## src/uart_pkg.sv

```systemverilog
`default_nettype none

package uart_pkg;

  // clocks per serial bit, short for simulation
  localparam int CLKS_PER_BIT = 16;

  // half a bit, used to find the middle of the start bit
  localparam int HALF_BIT = CLKS_PER_BIT / 2;

  // data bits per 8N1 frame, lsb first
  localparam int DATA_BITS = 8;

  // counter widths
  localparam int CNT_W = $clog2(CLKS_PER_BIT);
  localparam int BIT_IDX_W = $clog2(DATA_BITS);

endpackage

`default_nettype wire

```

## src/soc_pkg.sv

```systemverilog
`default_nettype none

package soc_pkg;

  // gpio map for the peripheral subsystem
  // five banks of four pins each

  // number of gpio banks
  localparam int NUM_BANKS = 5;

  // pins per bank
  localparam int BANK_W = 4;

  // full gpio width at the top level
  localparam int GPIO_W = NUM_BANKS * BANK_W;

  // bank index field in the command byte
  // wide enough for 0..7, only 0..4 are real banks
  localparam int IDX_W = 3;

  // index field starts at bit 0
  localparam int CMD_IDX_LSB = 0;

  // write flag, high means a data byte follows
  // low means readback request
  localparam int CMD_WR_BIT = 7;

  // command byte layout
  //   [7]   write flag
  //   [6:3] ignored
  //   [2:0] bank index
  // readback reply layout
  //   [7:4] output nibble
  //   [3:0] synchronized input nibble

endpackage

`default_nettype wire
```

## src/gpio_bank_if.sv

```systemverilog
`default_nettype none

interface gpio_bank_if;

  // one-cycle write pulse from the decoder
  logic                      wr_stb;
  // new output nibble, valid with wr_stb
  logic [soc_pkg::BANK_W-1:0] wdata;
  // current output register
  logic [soc_pkg::BANK_W-1:0] out_state;
  // input pins after the synchronizer
  logic [soc_pkg::BANK_W-1:0] in_state;

  // decoder side
  modport ctrl (output wr_stb, output wdata);

  // bank side
  modport bank (input wr_stb, input wdata, output out_state, output in_state);

  // reply transmitter side, read only
  modport mon (input out_state, input in_state);

endinterface

`default_nettype wire

```

## src/azadi_soc_top.sv

```systemverilog
`default_nettype none

module azadi_soc_top (
  input  wire logic                       clock_i,
  input  wire logic                       rst_i,
  input  wire logic [soc_pkg::GPIO_W-1:0] gpio_i,
  output logic      [soc_pkg::GPIO_W-1:0] gpio_o,
  input  wire logic                       uart_rx_i,
  output logic                            uart_tx_o
);

  // received byte stream
  logic       byte_valid;
  logic [7:0] byte_data;

  // readback request to the transmitter
  logic                      rd_stb;
  logic [soc_pkg::IDX_W-1:0] rd_idx;

  // one link per bank
  gpio_bank_if bank_if [soc_pkg::NUM_BANKS] ();

  uart_rx u_uart_rx (
    .clock_i      (clock_i),
    .rst_i        (rst_i),
    .rx_i         (uart_rx_i),
    .byte_valid_o (byte_valid),
    .byte_data_o  (byte_data)
  );

  cmd_decoder u_cmd_decoder (
    .clock_i      (clock_i),
    .rst_i        (rst_i),
    .byte_valid_i (byte_valid),
    .byte_data_i  (byte_data),
    .banks        (bank_if),
    .rd_stb_o     (rd_stb),
    .rd_idx_o     (rd_idx)
  );

  // bank k drives gpio bits 4k+3 down to 4k
  for (genvar g = 0; g < soc_pkg::NUM_BANKS; g++) begin : g_bank
    gpio_bank u_gpio_bank (
      .clock_i (clock_i),
      .rst_i   (rst_i),
      .bus     (bank_if[g]),
      .pad_i   (gpio_i[g*soc_pkg::BANK_W +: soc_pkg::BANK_W]),
      .pad_o   (gpio_o[g*soc_pkg::BANK_W +: soc_pkg::BANK_W])
    );
  end

  reply_tx u_reply_tx (
    .clock_i  (clock_i),
    .rst_i    (rst_i),
    .banks    (bank_if),
    .rd_stb_i (rd_stb),
    .rd_idx_i (rd_idx),
    .tx_o     (uart_tx_o)
  );

endmodule

`default_nettype wire

```

## src/reply_tx.sv

```systemverilog
`default_nettype none

module reply_tx (
  input  wire logic                      clock_i,
  input  wire logic                      rst_i,
  gpio_bank_if.mon                       banks [soc_pkg::NUM_BANKS],
  input  wire logic                      rd_stb_i,
  input  wire logic [soc_pkg::IDX_W-1:0] rd_idx_i,
  output logic                           tx_o
);

  typedef enum logic [1:0] {
    TX_IDLE,
    TX_START,
    TX_DATA,
    TX_STOP
  } tx_state_e;

  tx_state_e state_q;

  // reply byte per bank, output nibble on top
  logic [7:0] bank_word [soc_pkg::NUM_BANKS];

  logic [uart_pkg::CNT_W-1:0]     cnt_q;
  logic [uart_pkg::BIT_IDX_W-1:0] bit_idx_q;
  logic [7:0]                     shreg_q;
  logic                           bit_end;

  // interface arrays need constant indices
  for (genvar g = 0; g < soc_pkg::NUM_BANKS; g++) begin : g_mon
    assign bank_word[g] = {banks[g].out_state, banks[g].in_state};
  end

  assign bit_end = (cnt_q == uart_pkg::CNT_W'(uart_pkg::CLKS_PER_BIT - 1));

  always_ff @(posedge clock_i) begin
    if (rst_i) begin
      state_q   <= TX_IDLE;
      cnt_q     <= '0;
      bit_idx_q <= '0;
      tx_o      <= 1'b1;
    end else begin
      cnt_q <= bit_end ? '0 : cnt_q + 1'b1;
      case (state_q)
        TX_IDLE: begin
          cnt_q <= '0;
          // requests while busy are simply lost
          if (rd_stb_i) begin
            tx_o    <= 1'b0;
            state_q <= TX_START;
          end
        end
        TX_START: begin
          if (bit_end) begin
            tx_o      <= shreg_q[0];
            bit_idx_q <= '0;
            state_q   <= TX_DATA;
          end
        end
        TX_DATA: begin
          if (bit_end) begin
            bit_idx_q <= bit_idx_q + 1'b1;
            if (bit_idx_q == uart_pkg::BIT_IDX_W'(uart_pkg::DATA_BITS - 1)) begin
              tx_o    <= 1'b1;
              state_q <= TX_STOP;
            end else begin
              tx_o <= shreg_q[0];
            end
          end
        end
        TX_STOP: begin
          // full stop bit before going idle
          if (bit_end) begin
            state_q <= TX_IDLE;
          end
        end
        default: state_q <= TX_IDLE;
      endcase
    end
  end

  // frame payload, shifted out lsb first
  always_ff @(posedge clock_i) begin
    if (state_q == TX_IDLE && rd_stb_i) begin
      shreg_q <= bank_word[rd_idx_i];
    end else if (bit_end && (state_q == TX_START || state_q == TX_DATA)) begin
      shreg_q <= {1'b0, shreg_q[7:1]};
    end
  end

endmodule

`default_nettype wire

```

## src/gpio_bank.sv

```systemverilog
`default_nettype none

module gpio_bank (
  input  wire logic                       clock_i,
  input  wire logic                       rst_i,
  gpio_bank_if.bank                       bus,
  input  wire logic [soc_pkg::BANK_W-1:0] pad_i,
  output logic      [soc_pkg::BANK_W-1:0] pad_o
);

  // output nibble register
  logic [soc_pkg::BANK_W-1:0] out_q;

  // input synchronizer stages
  logic [soc_pkg::BANK_W-1:0] sync0_q;
  logic [soc_pkg::BANK_W-1:0] sync1_q;

  always_ff @(posedge clock_i) begin
    if (rst_i) begin
      out_q <= '0;
    end else if (bus.wr_stb) begin
      // pins follow one cycle after the strobe
      out_q <= bus.wdata;
    end
  end

  always_ff @(posedge clock_i) begin
    if (rst_i) begin
      sync0_q <= '0;
      sync1_q <= '0;
    end else begin
      // pad inputs are asynchronous to clock_i
      sync0_q <= pad_i;
      sync1_q <= sync0_q;
    end
  end

  assign pad_o = out_q;

  // state seen by the reply path
  assign bus.out_state = out_q;
  // two cycles behind the pads
  assign bus.in_state  = sync1_q;

endmodule

`default_nettype wire

```

## src/cmd_decoder.sv

```systemverilog
`default_nettype none

module cmd_decoder (
  input  wire logic                     clock_i,
  input  wire logic                     rst_i,
  input  wire logic                     byte_valid_i,
  input  wire logic [7:0]               byte_data_i,
  gpio_bank_if.ctrl                     banks [soc_pkg::NUM_BANKS],
  output logic                          rd_stb_o,
  output logic [soc_pkg::IDX_W-1:0]     rd_idx_o
);

  typedef enum logic {
    WAIT_CMD,
    WAIT_DATA
  } dec_state_e;

  dec_state_e state_q;

  // index field of the incoming byte
  logic [soc_pkg::IDX_W-1:0] cmd_idx;
  logic                      cmd_idx_ok;
  // write target held across the data byte
  logic [soc_pkg::IDX_W-1:0] pend_idx_q;

  logic [soc_pkg::NUM_BANKS-1:0] wr_stb_q;
  logic [soc_pkg::BANK_W-1:0]    wdata_q;

  assign cmd_idx    = byte_data_i[soc_pkg::CMD_IDX_LSB +: soc_pkg::IDX_W];
  assign cmd_idx_ok = (cmd_idx < soc_pkg::IDX_W'(soc_pkg::NUM_BANKS));

  always_ff @(posedge clock_i) begin
    if (rst_i) begin
      state_q    <= WAIT_CMD;
      pend_idx_q <= '0;
      wr_stb_q   <= '0;
      rd_stb_o   <= 1'b0;
      rd_idx_o   <= '0;
    end else begin
      wr_stb_q <= '0;
      rd_stb_o <= 1'b0;
      if (byte_valid_i) begin
        case (state_q)
          WAIT_CMD: begin
            if (byte_data_i[soc_pkg::CMD_WR_BIT]) begin
              // bad index still eats the data byte
              pend_idx_q <= cmd_idx;
              state_q    <= WAIT_DATA;
            end else if (cmd_idx_ok) begin
              rd_stb_o <= 1'b1;
              rd_idx_o <= cmd_idx;
            end
          end
          WAIT_DATA: begin
            // one-hot strobe, nothing for index 5..7
            for (int i = 0; i < soc_pkg::NUM_BANKS; i++) begin
              wr_stb_q[i] <= (pend_idx_q == soc_pkg::IDX_W'(i));
            end
            state_q <= WAIT_CMD;
          end
          default: state_q <= WAIT_CMD;
        endcase
      end
    end
  end

  // low nibble of the data byte, shared by all banks
  always_ff @(posedge clock_i) begin
    if (byte_valid_i && state_q == WAIT_DATA) begin
      wdata_q <= byte_data_i[soc_pkg::BANK_W-1:0];
    end
  end

  for (genvar g = 0; g < soc_pkg::NUM_BANKS; g++) begin : g_ctrl
    assign banks[g].wr_stb = wr_stb_q[g];
    assign banks[g].wdata  = wdata_q;
  end

endmodule

`default_nettype wire

```

## src/uart_rx.sv

```systemverilog
`default_nettype none

module uart_rx (
  input  wire logic       clock_i,
  input  wire logic       rst_i,
  input  wire logic       rx_i,
  output logic            byte_valid_o,
  output logic [7:0]      byte_data_o
);

  typedef enum logic [1:0] {
    RX_IDLE,
    RX_START,
    RX_DATA,
    RX_STOP
  } rx_state_e;

  rx_state_e state_q;

  // two-flop synchronizer plus one more for edge detect
  logic [1:0] rx_sync_q;
  logic       rx_prev_q;
  logic       rx_s;

  logic [uart_pkg::CNT_W-1:0]     cnt_q;
  logic [uart_pkg::BIT_IDX_W-1:0] bit_idx_q;
  logic [7:0]                     shreg_q;

  assign rx_s = rx_sync_q[1];

  always_ff @(posedge clock_i) begin
    if (rst_i) begin
      // line idles high
      rx_sync_q <= 2'b11;
      rx_prev_q <= 1'b1;
    end else begin
      rx_sync_q <= {rx_sync_q[0], rx_i};
      rx_prev_q <= rx_s;
    end
  end

  always_ff @(posedge clock_i) begin
    if (rst_i) begin
      state_q      <= RX_IDLE;
      cnt_q        <= '0;
      bit_idx_q    <= '0;
      byte_valid_o <= 1'b0;
    end else begin
      byte_valid_o <= 1'b0;
      cnt_q        <= cnt_q + 1'b1;
      case (state_q)
        RX_IDLE: begin
          cnt_q <= '0;
          // falling edge marks a start bit
          if (rx_prev_q && !rx_s) begin
            state_q <= RX_START;
          end
        end
        RX_START: begin
          // middle of start bit, glitch check
          if (cnt_q == uart_pkg::CNT_W'(uart_pkg::HALF_BIT - 1)) begin
            cnt_q     <= '0;
            bit_idx_q <= '0;
            state_q   <= rx_s ? RX_IDLE : RX_DATA;
          end
        end
        RX_DATA: begin
          // one full bit later lands mid data bit
          if (cnt_q == uart_pkg::CNT_W'(uart_pkg::CLKS_PER_BIT - 1)) begin
            cnt_q     <= '0;
            bit_idx_q <= bit_idx_q + 1'b1;
            if (bit_idx_q == uart_pkg::BIT_IDX_W'(uart_pkg::DATA_BITS - 1)) begin
              state_q <= RX_STOP;
            end
          end
        end
        RX_STOP: begin
          if (cnt_q == uart_pkg::CNT_W'(uart_pkg::CLKS_PER_BIT - 1)) begin
            cnt_q        <= '0;
            // low stop bit means framing error, drop it
            byte_valid_o <= rx_s;
            state_q      <= RX_IDLE;
          end
        end
        default: state_q <= RX_IDLE;
      endcase
    end
  end

  // data shift register, lsb arrives first
  always_ff @(posedge clock_i) begin
    if (state_q == RX_DATA &&
        cnt_q == uart_pkg::CNT_W'(uart_pkg::CLKS_PER_BIT - 1)) begin
      shreg_q <= {rx_s, shreg_q[7:1]};
    end
  end

  assign byte_data_o = shreg_q;

endmodule

`default_nettype wire

```

## config.mk

```make
export PLATFORM = sky130hd
export DESIGN_NAME = azadi_soc_top
export DESIGN_NICKNAME = d
export VERILOG_FILES = /design/src/uart_pkg.sv /design/src/soc_pkg.sv /design/src/gpio_bank_if.sv /design/src/azadi_soc_top.sv /design/src/reply_tx.sv /design/src/gpio_bank.sv /design/src/cmd_decoder.sv /design/src/uart_rx.sv
export SDC_FILE = /design/constraint.sdc
export NUM_CORES = 1
export LEC_CHECK = 0
export ABC_CLOCK_PERIOD_IN_PS = 3700
export BUFFER_PORTS_ARGS = -buffer_cell sky130_fd_sc_hd__buf_2
export CAP_MARGIN = 20
export CORE_MARGIN = 2
export CORE_UTILIZATION = 47
export CTS_BUF_LIST = sky130_fd_sc_hd__clkbuf_4 sky130_fd_sc_hd__clkbuf_8 sky130_fd_sc_hd__clkbuf_16
export CTS_CLUSTER_DIAMETER = 30
export CTS_CLUSTER_SIZE = 10
export DETAILED_ROUTE_END_ITERATION = 8
export PLACE_DENSITY = 0.7
export SETUP_SLACK_MARGIN = 0.3
export SYNTH_ARGS = -nofsm -noshare
export SYNTH_HDL_FRONTEND = slang
export SYNTH_SLANG_ARGS = --single-unit
```

## constraint.sdc

```tcl
create_clock -name clock_i -period 3.7 [get_ports clock_i]
set_input_delay 0 -clock clock_i [delete_from_list [all_inputs] [get_ports clock_i]]
set_output_delay 0 -clock clock_i [all_outputs]
set_load 0.005 [all_outputs]
```

==> reports/qor.txt <==
fin crit share -> 53.7%
Critical Path RT -> 3.88 ns
Async S/R FF share, synth -> 0%
Tot Pwr -> 3.02 mW
final number of max-transition violations -> 0
routed via count -> 3022
storage element area -> 2520 µm²
number of global-route vias before repair -> 2950
Internal -> 2.30 mW
minimum clock period -> 1.99 ns
DIE WIDTH -> 101 µm
Longest Clk Path Bufs -> 2
largest net degree at the start of global routing -> 53
cts bufs inserted -> 17
sequential share of power -> 43.6%
max-cap violation count -> 0
setup ws final -> 1.71 ns
Worst-path clk slew -> 0.06 ns
Post-synth EDFFs -> 20
antenna diode count -> 0
Seq/Total Area, Yosys -> 57.3%
fillers -> 710
syn nets -> 431
GR Util All Layers -> 18.2%
final-report hold violation count -> 0
drt first pass iters -> 4
post-synthesis instance total -> 394
Setup TNS Final -> 0 ns
Design Area, Final -> 5440 µm²
Rows -> 35
Synth Area per Inst -> 11.2 µm²
Sw Ratio -> 24.0%
io pins -> 44
pre-CTS setup slack -> 1.73 ns
routability congestion estimate -> 0.832
first-pass GRT wire length -> 14000 µm
area of the multi-input gates -> 1740 µm²
hpwl dp -> 5570 µm
most frequent cells in the layout -> dfxtp_1, nor2b_1, nor2_1, buf_2, mux2i_1
area grow syn2layout -> 23.5%
mux contribution to synthesized area -> 9.77%
Yosys reg bits -> 116
Critical Path AT -> 2.17 ns
unrepaired setup endpoints after global routing -> false
Clock Sinks -> 116
Routed Antenna Nets -> 0
leakage -> 2.15 nW
CP Class -> reg -> reg
setup violators final -> 0
worst reg-to-reg setup slack -> 1.71 ns
Slew HR -> 42.0%
Compound-Gate Fraction of Synth Area -> 7.02%
P_sw -> 0.726 mW
Port Buffer Count -> 43
largest family of logic cells by synthesized area -> simple AND/OR/NAND/NOR gates
library cells used by synthesis -> 49
Nets -> 492
drt wl/cell -> 14.7 µm
Hold Path Class -> in -> reg
Post-Route WL -> 8520 µm
share of post-route cells with drive strength above 1 -> 20.3%
worst clock skew -> 0.0103 ns
synth warn -> 0
Least-Margin Pin Slew -> 0.870 ns
core region area -> 9150 µm²
Max Fclk -> 503 MHz
most common cell after layout, fill and taps aside -> dfxtp_1
Area after DPL -> 4660 µm²
startpoint types -> flop
Clk pwr share -> 51.5%
Post-Syn Area -> 4410 µm²
Initial Utilization -> 48.1%
area leader, netlist -> dfxtp_1
initial detailed-routing violation count -> 149
H-tree depth -> 4
Synth Area in XOR/XNOR -> 0.795%
top cell type's share of synthesized area -> 43.6%
status -> completed
Post-Synth Adder-Cell Area -> 3.98%
Die Area -> 10200 µm²
maximum vdd drop -> 0.366 mV
Root Buffer -> clkbuf_8
post-synthesis simple-gate area fraction -> 18.0%
post-CTS setup buffers -> 0
Comb power frac -> 4.9%
Clk Latency, worst-skew pair -> 0.52 ns
antenna violations before repair -> 0
ys flop type -> dfxtp_1
die height -> 101 µm
Via density -> 5.22
CTS tree -> yes
top cells by area, synth -> dfxtp_1, edfxtp_1, nor2b_1
Worst Setup End Kind -> flop
gr ovfl total -> 0
drc violations -> 0
PostCTS Resize Cnt -> 0
PwrDens -> 555 nW/µm²
critical path peak fanout -> 14
-- worst paths after layout --
| kind | start | end | cells past startpoint |
|---|---|---|---|
| min reg2reg | u_uart_rx.rx_sync_q[0] | u_uart_rx.rx_sync_q[1] | 1 |
| max reg2reg | u_reply_tx.state_q[0] | u_reply_tx.shreg_q[6] | 4 |
| min | rst_i | g_bank[2].u_gpio_bank.sync0_q[3] | 2 |
| max | u_reply_tx.state_q[0] | u_reply_tx.shreg_q[6] | 4 |
-- kinds of logic after synthesis --
family                   count (synthesis)
adder cells (fa/ha/maj)                 14
AND/OR/NAND/NOR                        150
XOR/XNOR                                 4
AO/OA/AOI/OAI                           44
multiplexers                            33
flip-flops                             116
buffers and inverters                   33
-- layout make-up --
type / instances / share of cell area (%)
inverter: 10 / 0.690
multi-input combinational: 245 / 32.0
tap: 111 / 2.55
clock buffer: 17 / 7.61
clock inverter: 15 / 2.83
sequential: 116 / 46.3
timing repair buffer: 65 / 7.95
-- synth_stat cells (2+ instances only) --
cell      count
a221oi_1      6
a22oi_1       2
edfxtp_1     20
mux4_2        8
inv_1         9
nand2_1      22
xor2_1        2
o311ai_0      2
nor3_1        5
xnor2_1       2
o21ai_0       6
ha_1         14
buf_1         8
or2_2         2
nand3b_1      2
nand3_1       6
a21oi_1      20
and3_1        2
dfxtp_1      96
nand4b_1      2
nor2b_1      45
mux2i_1      25
nor4b_1       2
nor2_1       43
nand4_1       3
clkbuf_1      9
nor4_1        6
buf_2         4
-- stage by stage --
stage                     hold slack [ns]  util, %  cells
final                              0.0988     59.5    579
after global routing                0.148     59.5    579
after CTS                           0.100     59.5    579
after detailed placement            0.185     51.0    526
after global placement              0.182     51.0    526
after floorplan                     0.104        -    394
-- registers in the layout, summed over array words and instances (netlist names), named ones only --
name and flops:
u_cmd_decoder.rd_idx_o 3, g_bank.u_gpio_bank.bus.out_state 20, u_uart_rx.byte_data_o 8, u_uart_rx.rx_prev_q 1, u_uart_rx.byte_valid_o 1, u_reply_tx.tx_o 1
u_cmd_decoder.wr_stb_q 5, g_bank.u_gpio_bank.sync0_q 20, u_reply_tx.shreg_q 8, u_cmd_decoder.rd_stb_o 1, u_reply_tx.bit_idx_q 3, u_reply_tx.cnt_q 4
u_uart_rx.rx_sync_q 2, u_uart_rx.bit_idx_q 3, u_cmd_decoder.banks.wdata 4, g_bank.u_gpio_bank.bus.in_state 20, u_uart_rx.cnt_q 4, u_cmd_decoder.pend_idx_q 3
u_reply_tx.state_q 2, u_cmd_decoder.state_q 1, u_uart_rx.state_q 1
-- power groups by stage --
| stage | registers (mW) | clock network, mW | logic [mW] |
|---|---|---|---|
| floorplan | 1.34 | 0 | 0.0975 |
| global placement | 1.34 | 0 | 0.124 |
| detailed placement | 1.35 | 0 | 0.130 |
| CTS | 1.32 | 1.58 | 0.147 |
| global route | 1.32 | 1.65 | 0.164 |
| finish | 1.32 | 1.55 | 0.148 |
-- critical path, stage by stage, from the launching register on --
cell,delay [ns]
dfxtp_1,0.34
inv_1,0.09
ha_1,0.48
nand2_1,0.36
nand2_1,0.38
-- metal layers --
| layer | share of wire, % | vias to the layer above | GRT usage [%] |
|---|---|---|---|
| met4 | 1.4 | 0 | 7.59 |
| met1 | 44 | 1421 | 23.1 |
| met2 | 48 | 92 | 28.5 |
| met3 | 5.9 | 11 | 6.03 |
| met5 | 0 | - | 0 |
| li1 | - | 1498 | - |
-- what timing repair did --
action | in CTS | in global routing
hold buffers | 21 | 0
endpoints found under the setup margin | 0 | 0
hold endpoints to repair | 21 | 0
No activity file was read; power rests on OpenSTA's default activity.
